`src/rtl/axi_wr_pkg.sv`:
```
package axi_wr_pkg;

  ////////////////////////////////////////////////////////////////////
  // Bus widths
  ////////////////////////////////////////////////////////////////////

  // AXI4 address and data widths
  parameter int ADDR_W = 32;
  parameter int DATA_W = 32;
  // Byte lanes in one data beat
  parameter int BYTES_PER_BEAT = DATA_W / 8;
  // Width of the transfer byte count
  parameter int XFER_W = 24;

  ////////////////////////////////////////////////////////////////////
  // Burst constants
  ////////////////////////////////////////////////////////////////////

  // AXI4 protocol limits for an INCR burst
  parameter int AXI_MAX_BURST_BYTES = 4096;
  parameter int AXI_MAX_BURST_LEN   = 256;
  // Full burst, the smaller of the two limits
  parameter int BURST_BEATS = (AXI_MAX_BURST_BYTES / BYTES_PER_BEAT < AXI_MAX_BURST_LEN) ?
                              AXI_MAX_BURST_BYTES / BYTES_PER_BEAT : AXI_MAX_BURST_LEN;
  // Address step between bursts, also the start alignment
  parameter int BURST_BYTES = BURST_BEATS * BYTES_PER_BEAT;

  // Vector types
  typedef logic [ADDR_W-1:0]         addr_t;
  typedef logic [DATA_W-1:0]         data_t;
  typedef logic [BYTES_PER_BEAT-1:0] strb_t;
  typedef logic [XFER_W-1:0]         xfer_size_t;
  // Burst length minus one, awlen format
  typedef logic [$clog2(BURST_BEATS)-1:0] beat_len_t;
  // Number of bursts minus one
  typedef logic [XFER_W-$clog2(BYTES_PER_BEAT)-$clog2(BURST_BEATS)-1:0] burst_cnt_t;

endpackage
```
`src/rtl/axi_write_master.sv`:
```
`timescale 1ns/1ns

module axi_write_master #(
  parameter int MAX_OUTSTANDING = 32,
  parameter int FIFO_DEPTH      = 32
) (
  input  logic                   aclk,
  input  logic                   areset,
  // Control
  input  logic                   ctrl_start,
  input  axi_wr_pkg::addr_t      ctrl_addr_offset,
  input  axi_wr_pkg::xfer_size_t ctrl_xfer_size,
  output logic                   ctrl_busy,
  output logic                   ctrl_done,
  // AXI4 write address
  output logic                   m_axi_awvalid,
  input  logic                   m_axi_awready,
  output axi_wr_pkg::addr_t      m_axi_awaddr,
  output axi_wr_pkg::beat_len_t  m_axi_awlen,
  // AXI4 write data
  output logic                   m_axi_wvalid,
  input  logic                   m_axi_wready,
  output axi_wr_pkg::data_t      m_axi_wdata,
  output axi_wr_pkg::strb_t      m_axi_wstrb,
  output logic                   m_axi_wlast,
  // AXI4 write response
  input  logic                   m_axi_bvalid,
  output logic                   m_axi_bready,
  // AXI4-Stream input
  input  logic                   s_axis_tvalid,
  output logic                   s_axis_tready,
  input  axi_wr_pkg::data_t      s_axis_tdata
);
  import axi_wr_pkg::*;

  // Burst plan from the FSM to both channels
  logic       start;
  addr_t      base_addr;
  burst_cnt_t num_bursts;
  beat_len_t  final_len;
  strb_t      final_strb;
  // First beat of a burst seen on W
  logic       burst_begin;

  // Responses are always accepted
  assign m_axi_bready = 1'b1;

  wr_ctrl_fsm u_ctrl (
    .aclk             (aclk),
    .areset           (areset),
    .ctrl_start       (ctrl_start),
    .ctrl_addr_offset (ctrl_addr_offset),
    .ctrl_xfer_size   (ctrl_xfer_size),
    .m_axi_bvalid     (m_axi_bvalid),
    .ctrl_busy        (ctrl_busy),
    .ctrl_done        (ctrl_done),
    .start            (start),
    .base_addr        (base_addr),
    .num_bursts       (num_bursts),
    .final_len        (final_len),
    .final_strb       (final_strb)
  );

  wdata_channel #(
    .FIFO_DEPTH (FIFO_DEPTH)
  ) u_wdata (
    .aclk          (aclk),
    .areset        (areset),
    .start         (start),
    .num_bursts    (num_bursts),
    .final_len     (final_len),
    .final_strb    (final_strb),
    .s_axis_tvalid (s_axis_tvalid),
    .s_axis_tready (s_axis_tready),
    .s_axis_tdata  (s_axis_tdata),
    .m_axi_wvalid  (m_axi_wvalid),
    .m_axi_wready  (m_axi_wready),
    .m_axi_wdata   (m_axi_wdata),
    .m_axi_wstrb   (m_axi_wstrb),
    .m_axi_wlast   (m_axi_wlast),
    .burst_begin   (burst_begin)
  );

  awaddr_channel #(
    .MAX_OUTSTANDING (MAX_OUTSTANDING)
  ) u_awaddr (
    .aclk          (aclk),
    .areset        (areset),
    .start         (start),
    .base_addr     (base_addr),
    .num_bursts    (num_bursts),
    .final_len     (final_len),
    .burst_begin   (burst_begin),
    .m_axi_bvalid  (m_axi_bvalid),
    .m_axi_awvalid (m_axi_awvalid),
    .m_axi_awaddr  (m_axi_awaddr),
    .m_axi_awlen   (m_axi_awlen),
    .m_axi_awready (m_axi_awready)
  );

endmodule

```
`src/rtl/awaddr_channel.sv`:
```
`timescale 1ns/1ns

module awaddr_channel #(
  parameter int MAX_OUTSTANDING = 32
) (
  input  logic                   aclk,
  input  logic                   areset,
  input  logic                   start,
  input  axi_wr_pkg::addr_t      base_addr,
  input  axi_wr_pkg::burst_cnt_t num_bursts,
  input  axi_wr_pkg::beat_len_t  final_len,
  input  logic                   burst_begin,
  input  logic                   m_axi_bvalid,
  output logic                   m_axi_awvalid,
  output axi_wr_pkg::addr_t      m_axi_awaddr,
  output axi_wr_pkg::beat_len_t  m_axi_awlen,
  input  logic                   m_axi_awready
);
  import axi_wr_pkg::*;

  localparam int CREDIT_W = $clog2(MAX_OUTSTANDING + 1);
  // W may run ahead of AW by any number of bursts
  localparam int PEND_W   = $bits(burst_cnt_t) + 1;

  logic awxfer;
  logic final_burst;
  logic no_pending;
  logic no_credit;

  assign awxfer = m_axi_awvalid && m_axi_awready;

  //////////////////////////////////////////////////////////////////////
  // Address and length
  //////////////////////////////////////////////////////////////////////

  // Only moves on an accepted address, so it holds under back-pressure
  always_ff @(posedge aclk) begin
    if (start) m_axi_awaddr <= base_addr;
    else if (awxfer) m_axi_awaddr <= m_axi_awaddr + addr_t'(BURST_BYTES);
  end

  assign m_axi_awlen = final_burst ? final_len : beat_len_t'(BURST_BEATS - 1);

  updown_counter #(
    .WIDTH ($bits(burst_cnt_t)),
    .INIT  ('0)
  ) u_burst_cnt (
    .aclk       (aclk),
    .areset     (areset),
    .load       (start),
    .incr       (1'b0),
    .decr       (awxfer),
    .load_value (num_bursts),
    .count      (),
    .is_zero    (final_burst)
  );

  //////////////////////////////////////////////////////////////////////
  // Issue control
  //////////////////////////////////////////////////////////////////////

  // Bursts whose first beat is on W but whose address is not yet sent
  updown_counter #(
    .WIDTH (PEND_W),
    .INIT  ('0)
  ) u_pend_cnt (
    .aclk       (aclk),
    .areset     (areset),
    .load       (1'b0),
    .incr       (burst_begin),
    .decr       (awxfer),
    .load_value ('0),
    .count      (),
    .is_zero    (no_pending)
  );

  // Free response slots, bready is tied high so bvalid is a response
  updown_counter #(
    .WIDTH (CREDIT_W),
    .INIT  (CREDIT_W'(MAX_OUTSTANDING))
  ) u_credit_cnt (
    .aclk       (aclk),
    .areset     (areset),
    .load       (1'b0),
    .incr       (m_axi_bvalid),
    .decr       (awxfer),
    .load_value ('0),
    .count      (),
    .is_zero    (no_credit)
  );

  // Drops for a cycle after each accept so the counts settle
  always_ff @(posedge aclk) begin
    if (areset) begin
      m_axi_awvalid <= 1'b0;
    end else if (!m_axi_awvalid && !no_pending && !no_credit) begin
      m_axi_awvalid <= 1'b1;
    end else if (m_axi_awready) begin
      m_axi_awvalid <= 1'b0;
    end
  end

endmodule

```
`src/rtl/wdata_channel.sv`:
```
`timescale 1ns/1ns

module wdata_channel #(
  parameter int FIFO_DEPTH = 32
) (
  input  logic                   aclk,
  input  logic                   areset,
  input  logic                   start,
  input  axi_wr_pkg::burst_cnt_t num_bursts,
  input  axi_wr_pkg::beat_len_t  final_len,
  input  axi_wr_pkg::strb_t      final_strb,
  input  logic                   s_axis_tvalid,
  output logic                   s_axis_tready,
  input  axi_wr_pkg::data_t      s_axis_tdata,
  output logic                   m_axi_wvalid,
  input  logic                   m_axi_wready,
  output axi_wr_pkg::data_t      m_axi_wdata,
  output axi_wr_pkg::strb_t      m_axi_wstrb,
  output logic                   m_axi_wlast,
  output logic                   burst_begin
);
  import axi_wr_pkg::*;

  logic       running;
  logic       fifo_full;
  logic       fifo_valid;
  logic       wxfer;
  logic       load_beats;
  logic       single_burst;
  logic       final_burst;
  logic       almost_final;
  logic       final_xfer;
  burst_cnt_t bursts_left;
  logic       wfirst;
  logic       wfirst_d1;

  stream_fifo #(
    .FIFO_DEPTH (FIFO_DEPTH)
  ) u_fifo (
    .aclk   (aclk),
    .areset (areset),
    .wr_en  (s_axis_tvalid),
    .din    (s_axis_tdata),
    .full   (fifo_full),
    .rd_en  (m_axi_wready && running),
    .dout   (m_axi_wdata),
    .valid  (fifo_valid)
  );

  assign s_axis_tready = !fifo_full;
  // No beats go out before the burst plan is known
  assign m_axi_wvalid  = fifo_valid && running;
  assign wxfer         = m_axi_wvalid && m_axi_wready;

  //////////////////////////////////////////////////////////////////////
  // Beat and burst counting
  //////////////////////////////////////////////////////////////////////

  assign single_burst = (num_bursts == '0);
  assign almost_final = (bursts_left == burst_cnt_t'(1));
  assign final_xfer   = wxfer && m_axi_wlast && final_burst;

  // Short last burst is loaded ahead of time, full bursts come from the wrap
  assign load_beats = (wxfer && m_axi_wlast && almost_final) || (start && single_burst);

  updown_counter #(
    .WIDTH ($bits(beat_len_t)),
    .INIT  (beat_len_t'(BURST_BEATS - 1))
  ) u_beat_cnt (
    .aclk       (aclk),
    .areset     (areset),
    .load       (load_beats),
    .incr       (1'b0),
    .decr       (wxfer),
    .load_value (final_len),
    .count      (),
    .is_zero    (m_axi_wlast)
  );

  updown_counter #(
    .WIDTH ($bits(burst_cnt_t)),
    .INIT  ('0)
  ) u_burst_cnt (
    .aclk       (aclk),
    .areset     (areset),
    .load       (start),
    .incr       (1'b0),
    .decr       (wxfer && m_axi_wlast),
    .load_value (num_bursts),
    .count      (bursts_left),
    .is_zero    (final_burst)
  );

  assign m_axi_wstrb = (m_axi_wlast && final_burst) ? final_strb : '1;

  // Running flag plus first-beat tracking
  always_ff @(posedge aclk) begin
    if (areset) begin
      running     <= 1'b0;
      wfirst      <= 1'b1;
      wfirst_d1   <= 1'b0;
      burst_begin <= 1'b0;
    end else begin
      if (start) running <= 1'b1;
      else if (final_xfer) running <= 1'b0;
      // Next beat after a wlast opens a new burst
      if (wxfer) wfirst <= m_axi_wlast;
      wfirst_d1   <= m_axi_wvalid && wfirst;
      // One pulse per burst even while the first beat is stalled
      burst_begin <= m_axi_wvalid && wfirst && !wfirst_d1;
    end
  end

endmodule

```
`src/rtl/stream_fifo.sv`:
```
`timescale 1ns/1ns

module stream_fifo #(
  parameter int FIFO_DEPTH = 32
) (
  input  logic              aclk,
  input  logic              areset,
  input  logic              wr_en,
  input  axi_wr_pkg::data_t din,
  output logic              full,
  input  logic              rd_en,
  output axi_wr_pkg::data_t dout,
  output logic              valid
);
  import axi_wr_pkg::*;

  localparam int PTR_W = $clog2(FIFO_DEPTH);

  data_t          mem [FIFO_DEPTH];
  // Top bit of each pointer is the wrap flag
  logic [PTR_W:0] wr_ptr;
  logic [PTR_W:0] rd_ptr;
  logic           do_write;
  logic           do_read;

  // Same slot, opposite wrap means every entry is taken
  assign full  = (wr_ptr[PTR_W] != rd_ptr[PTR_W]) &&
                 (wr_ptr[PTR_W-1:0] == rd_ptr[PTR_W-1:0]);
  assign valid = (wr_ptr != rd_ptr);

  // Pushes into a full buffer and pops from an empty one are dropped
  assign do_write = wr_en && !full;
  assign do_read  = rd_en && valid;

  //////////////////////////////////////////////////////////////////////
  // Storage
  //////////////////////////////////////////////////////////////////////

  always_ff @(posedge aclk) begin
    if (do_write) mem[wr_ptr[PTR_W-1:0]] <= din;
  end

  // Head entry is visible without a read request
  assign dout = mem[rd_ptr[PTR_W-1:0]];

  //////////////////////////////////////////////////////////////////////
  // Pointers
  //////////////////////////////////////////////////////////////////////

  always_ff @(posedge aclk) begin
    if (areset) begin
      wr_ptr <= '0;
      rd_ptr <= '0;
    end else begin
      if (do_write) wr_ptr <= wr_ptr + 1'b1;
      if (do_read) rd_ptr <= rd_ptr + 1'b1;
    end
  end

endmodule

```
`src/rtl/wr_ctrl_fsm.sv`:
```
`timescale 1ns/1ns

module wr_ctrl_fsm (
  input  logic                   aclk,
  input  logic                   areset,
  input  logic                   ctrl_start,
  input  axi_wr_pkg::addr_t      ctrl_addr_offset,
  input  axi_wr_pkg::xfer_size_t ctrl_xfer_size,
  input  logic                   m_axi_bvalid,
  output logic                   ctrl_busy,
  output logic                   ctrl_done,
  output logic                   start,
  output axi_wr_pkg::addr_t      base_addr,
  output axi_wr_pkg::burst_cnt_t num_bursts,
  output axi_wr_pkg::beat_len_t  final_len,
  output axi_wr_pkg::strb_t      final_strb
);
  import axi_wr_pkg::*;

  // Bit positions of the beat and burst fields in a byte count
  localparam int BEAT_SHIFT  = $clog2(BYTES_PER_BEAT);
  localparam int BURST_SHIFT = $clog2(BURST_BYTES);

  typedef enum logic [1:0] {idle, setup, run} state_t;

  state_t                state;
  addr_t                 offset_r;
  xfer_size_t            size_r;
  xfer_size_t            size_m1;
  logic [BEAT_SHIFT-1:0] byte_rem;
  strb_t                 strb_next;
  logic                  resp_last;

  //////////////////////////////////////////////////////////////////////
  // State machine
  //////////////////////////////////////////////////////////////////////

  always_ff @(posedge aclk) begin
    if (areset) begin
      state     <= idle;
      start     <= 1'b0;
      ctrl_done <= 1'b0;
    end else begin
      start     <= 1'b0;
      ctrl_done <= 1'b0;
      case (state)
        // A start pulse during a transfer never reaches here
        idle: if (ctrl_start) state <= setup;
        // Plan registers are loaded on this edge too
        setup: begin
          state <= run;
          start <= 1'b1;
        end
        run: begin
          if (m_axi_bvalid && resp_last) begin
            state     <= idle;
            ctrl_done <= 1'b1;
          end
        end
        default: state <= idle;
      endcase
    end
  end

  assign ctrl_busy = (state != idle);

  // Request capture
  always_ff @(posedge aclk) begin
    if (state == idle && ctrl_start) begin
      offset_r <= ctrl_addr_offset;
      size_r   <= ctrl_xfer_size;
    end
  end

  //////////////////////////////////////////////////////////////////////
  // Burst plan
  //////////////////////////////////////////////////////////////////////

  // (count - 1) / 4 is the beat count minus one, rounded up
  assign size_m1  = size_r - 1'b1;
  assign byte_rem = size_r[BEAT_SHIFT-1:0];

  // Low bytes of the last beat, all of them when the count is whole beats
  always_comb begin
    strb_next = '1;
    for (int i = 0; i < BYTES_PER_BEAT; i++) begin
      if (byte_rem != '0 && i >= byte_rem) strb_next[i] = 1'b0;
    end
  end

  always_ff @(posedge aclk) begin
    if (state == setup) begin
      base_addr  <= offset_r & ~addr_t'(BURST_BYTES - 1);
      num_bursts <= size_m1[BURST_SHIFT +: $bits(burst_cnt_t)];
      final_len  <= size_m1[BEAT_SHIFT +: $bits(beat_len_t)];
      final_strb <= strb_next;
    end
  end

  // Responses still to come, minus one
  updown_counter #(
    .WIDTH ($bits(burst_cnt_t)),
    .INIT  ('0)
  ) u_resp_cnt (
    .aclk       (aclk),
    .areset     (areset),
    .load       (start),
    .incr       (1'b0),
    .decr       (m_axi_bvalid),
    .load_value (num_bursts),
    .count      (),
    .is_zero    (resp_last)
  );

endmodule

```
`src/rtl/updown_counter.sv`:
```
`timescale 1ns/1ns

module updown_counter #(
  parameter int               WIDTH = 8,
  parameter logic [WIDTH-1:0] INIT  = '0
) (
  input  logic             aclk,
  input  logic             areset,
  input  logic             load,
  input  logic             incr,
  input  logic             decr,
  input  logic [WIDTH-1:0] load_value,
  output logic [WIDTH-1:0] count,
  output logic             is_zero
);

  // Load wins over counting
  // Increment and decrement in one cycle leave the count alone
  always_ff @(posedge aclk) begin
    if (areset) begin
      count <= INIT;
    end else if (load) begin
      count <= load_value;
    end else if (incr && !decr) begin
      count <= count + 1'b1;
    end else if (decr && !incr) begin
      count <= count - 1'b1;
    end
  end

  assign is_zero = (count == '0);

endmodule

```
`config.mk`:
```
export PLATFORM = sky130hd
export DESIGN_NAME = axi_write_master
export DESIGN_NICKNAME = d
export VERILOG_FILES = /design/src/rtl/axi_wr_pkg.sv /design/src/rtl/axi_write_master.sv /design/src/rtl/awaddr_channel.sv /design/src/rtl/wdata_channel.sv /design/src/rtl/stream_fifo.sv /design/src/rtl/wr_ctrl_fsm.sv /design/src/rtl/updown_counter.sv
export SDC_FILE = /design/constraint.sdc
export NUM_CORES = 1
export LEC_CHECK = 0
export BUFFER_PORTS_ARGS = -buffer_cell sky130_fd_sc_hd__buf_2
export CAP_MARGIN = 0
export CORE_MARGIN = 5
export CORE_UTILIZATION = 69
export CTS_BUF_LIST = sky130_fd_sc_hd__clkbuf_8
export CTS_CLUSTER_SIZE = 40
export DETAILED_ROUTE_END_ITERATION = 10
export PLACE_DENSITY = 0.87
export SETUP_SLACK_MARGIN = 0.15
export SLEW_MARGIN = 20
export SYNTH_ARGS = -nofsm -noshare
export SYNTH_HDL_FRONTEND = slang
export SYNTH_SLANG_ARGS = --single-unit
```
`constraint.sdc`:
```
create_clock -name aclk -period 5.4 [get_ports aclk]
set_input_delay 0.27 -clock aclk [delete_from_list [all_inputs] [get_ports aclk]]
set_output_delay 0.27 -clock aclk [all_outputs]
set_load 0.1 [all_outputs]
```
==> results.ini <==
[drt]
detail-route-antenna-nets=0
drt_iter0_drc=3700
finalWirelength_um=118800
avgViaCountPerCell=6.851
drc=0
post_drt_wl_per_cell_um=30.87
dr_total_vias=26370
drt-pass1-iter-count=7

[outcome]
outcome=complete, no violations

[global_route]
grt_first_pass_wirelength_um=173600
grt.total_usage=0.3173
antenna_found_initial=2
grt.busiest_layer=met2
grt_start_max_net_pins=78
use_met2=0.5304
grt-ovfl-total=0
grt_pass1_vias=27390
grtUsageMet3=0.07763
grt_util_met1=0.4080

[layout]
areaGrowthSynthToFinish_pct=13.25
mostFrequentLayoutCell=edfxtp_1
multi_input_area_mm2=0.01218
layout.nets=2895
final_cell_mix=1139 x edfxtp_1, 320 x mux4_2, 189 x clkbuf_8, 155 x buf_2, 92 x dfxtp_1
register_area_mm2=0.03616
final_layout_size_suffix_gt1_frac=0.2939
nFillCells=3271

[placed_design]
port-buffer-count=155
dp_hpwl_um=67130
place.gp.congestion=0.7985
pre_cts_slack_ns=1.780

[flow_run]
max-cap-violations=0

[floorplan]
fp.dieH_um=275.4
die_area_mm2=0.07587
chipWidth_um=275.4
pin_count=178
start_util=0.6954
rows=97
core_area_mm2=0.06991

[timing]
fin_skew_ns=0.02794
fmax_ghz=0.2332
fin_ws_ns=1.111
finalHoldViolCount=0
rsz0062_at_grt=no
layout_min_cycle_time_ns=4.289
slew_headroom=0.2035
tns_ns=0
slew_violations=0
tightest_slew_ns=1.192
setup_violations=0
period_share=0.7942

[logic_synthesis]
async_reset_ff_frac=0
ys_seq_area_frac=0.7435
yosysWarnings=0
synth_edf_count=1139
synth.distinct_cells=68
synth_area_leaders=edfxtp_1 70%, mux4_2 15%, dfxtp_1 4.0%, xnor2_1 0.99%, xor2_1 0.97%
synth_area_leader_cell=edfxtp_1
ys_ff_latch=1236
synthCells=2396
syn_avg_cell_area_um2=20.29
synth_top_area_frac=0.7035
netlist_area_mm2=0.04862
ys.flop_type=edfxtp_1

[clock_tree]
clk_pin_slew_ns=0.06
cts_buffer_depth=3
clockRootBuffer=clkbuf_8
cts_tree=done
cts_buffers=183
cts.sinks=1236
cts_resized=0
clk_latency_ns=0.84
ctsHtreeMaxLevel=4

[critical_path]
crit_arrival_ns=4.02
worstSetupPathType=flip-flop to output pin
worst_setup_path_end_kind=output pin
cp-start-kind=flip-flop
critPathMaxFanout=74
cp.required_ns=5.13

[power]
leakagePower_uw=0.01765
power_uw=20260
ir_worst_vdd_uv=369.6
power.density_mw_per_mm2=367.9

[worst_hold_path]
hp-class=input port to flip-flop

## kinds of logic after synthesis
family	share of synthesized area
DFF	0.7435
muxes	0.1578
and+or+nand+nor	0.03590
AOI/OAI and AO/OA	0.02082
buffers and inverters	0.01240
xor gates and xnor gates	0.01964
adders and majority gates	0.009831
other	0.0001545
## report_power, final
part	switching (µW)	internal [µW]
registers	212	10700
clock network	3520	3450
logic	1580	759
total	5320	14900
## final cells by class
class | count | area share
diodes | 3 | 0.0001364
clock buffers | 189 | 0.04725
clock inverters | 139 | 0.01325
inverters | 27 | 0.001841
multi-input cells | 1025 | 0.2212
flip-flops and latches | 1236 | 0.6568
well taps | 940 | 0.02136
repair buffers | 290 | 0.03813
## sequential cells by signal, indices dropped and copies added (netlist names), 14 cells and up, named ones only
register                    flops
u_ctrl.size_r                  24
u_wdata.u_burst_cnt.count      14
u_wdata.u_fifo.mem           1024
u_awaddr.m_axi_awaddr          22
u_ctrl.base_addr               22
u_awaddr.u_pend_cnt.count      15
u_ctrl.u_resp_cnt.count        14
u_ctrl.num_bursts              14
u_awaddr.u_burst_cnt.count     14
u_ctrl.offset_r                22
## metal layers
metal | up-vias | routed length [µm]
met2 | 2078 | 60780
met4 | 0 | 5440
met1 | 13370 | 39590
li1 | 10550 | -
met5 | - | 0
met3 | 369 | 13030
## stage by stage
step	hold slack, ns	cell area (µm²)	std cells	util
2_1_floorplan	0.3674	48650	2406	-
3_3_place_gp	0.3757	50860	3435	0.7275
3_5_place_dp	0.3824	50860	3435	0.7275
4_1_cts	0.03103	55000	3844	0.7868
5_1_grt	0.08809	55050	3847	0.7875
6_report	0.1138	55060	3849	0.7876
## Yosys cell counts (8+ instances only)
master	number
edfxtp_1	1139
mux4_2	320
nor2_1	116
dfxtp_1	97
nand2_1	68
clkbuf_1	67
xnor2_1	55
xor2_1	54
a21oi_1	42
o21ai_0	41
buf_1	35
ha_1	35
mux2_2	35
inv_1	27
nor3_1	26
nand3_1	21
a21boi_0	16
nor4_1	16
nand4_1	14
buf_4	13
nor2b_1	10
or2_2	10
o21a_1	9
nand2b_1	8
or3_1	8
## worst max-delay path: stages, from the launching register on
cell	delay, ns
dfxtp_4	0.75
buf_12	0.51
mux4_2	0.61
mux4_2	0.52
mux2_2	0.32
buf_2	0.30
## worst paths after layout
kind / startpoint / endpoint / slack, ns / depth (start not counted)
min reg2reg: u_wdata.wfirst_d1$_SDFF_PP0_ / u_wdata.burst_begin$_SDFF_PP0_ / 0.39 / 1
min: areset / u_awaddr.u_credit_cnt.count[3]$_SDFFE_PP0P_ / 0.11 / 2
max reg2reg: u_wdata.u_fifo.wr_ptr[4]$_SDFFE_PP0P_ / u_wdata.u_fifo.mem[21][17]$_DFFE_PP_ / 1.59 / 6
max: flip-flop / m_axi_wdata[15] / 1.11 / 5
## repair_timing
action                                   CTS  global route
hold endpoints to repair                1078             0
hold buffers                              81             0
endpoints found under the setup margin     0             0
setup buffers                              0             0
Note: power is estimated with default switching activity, not from simulation.
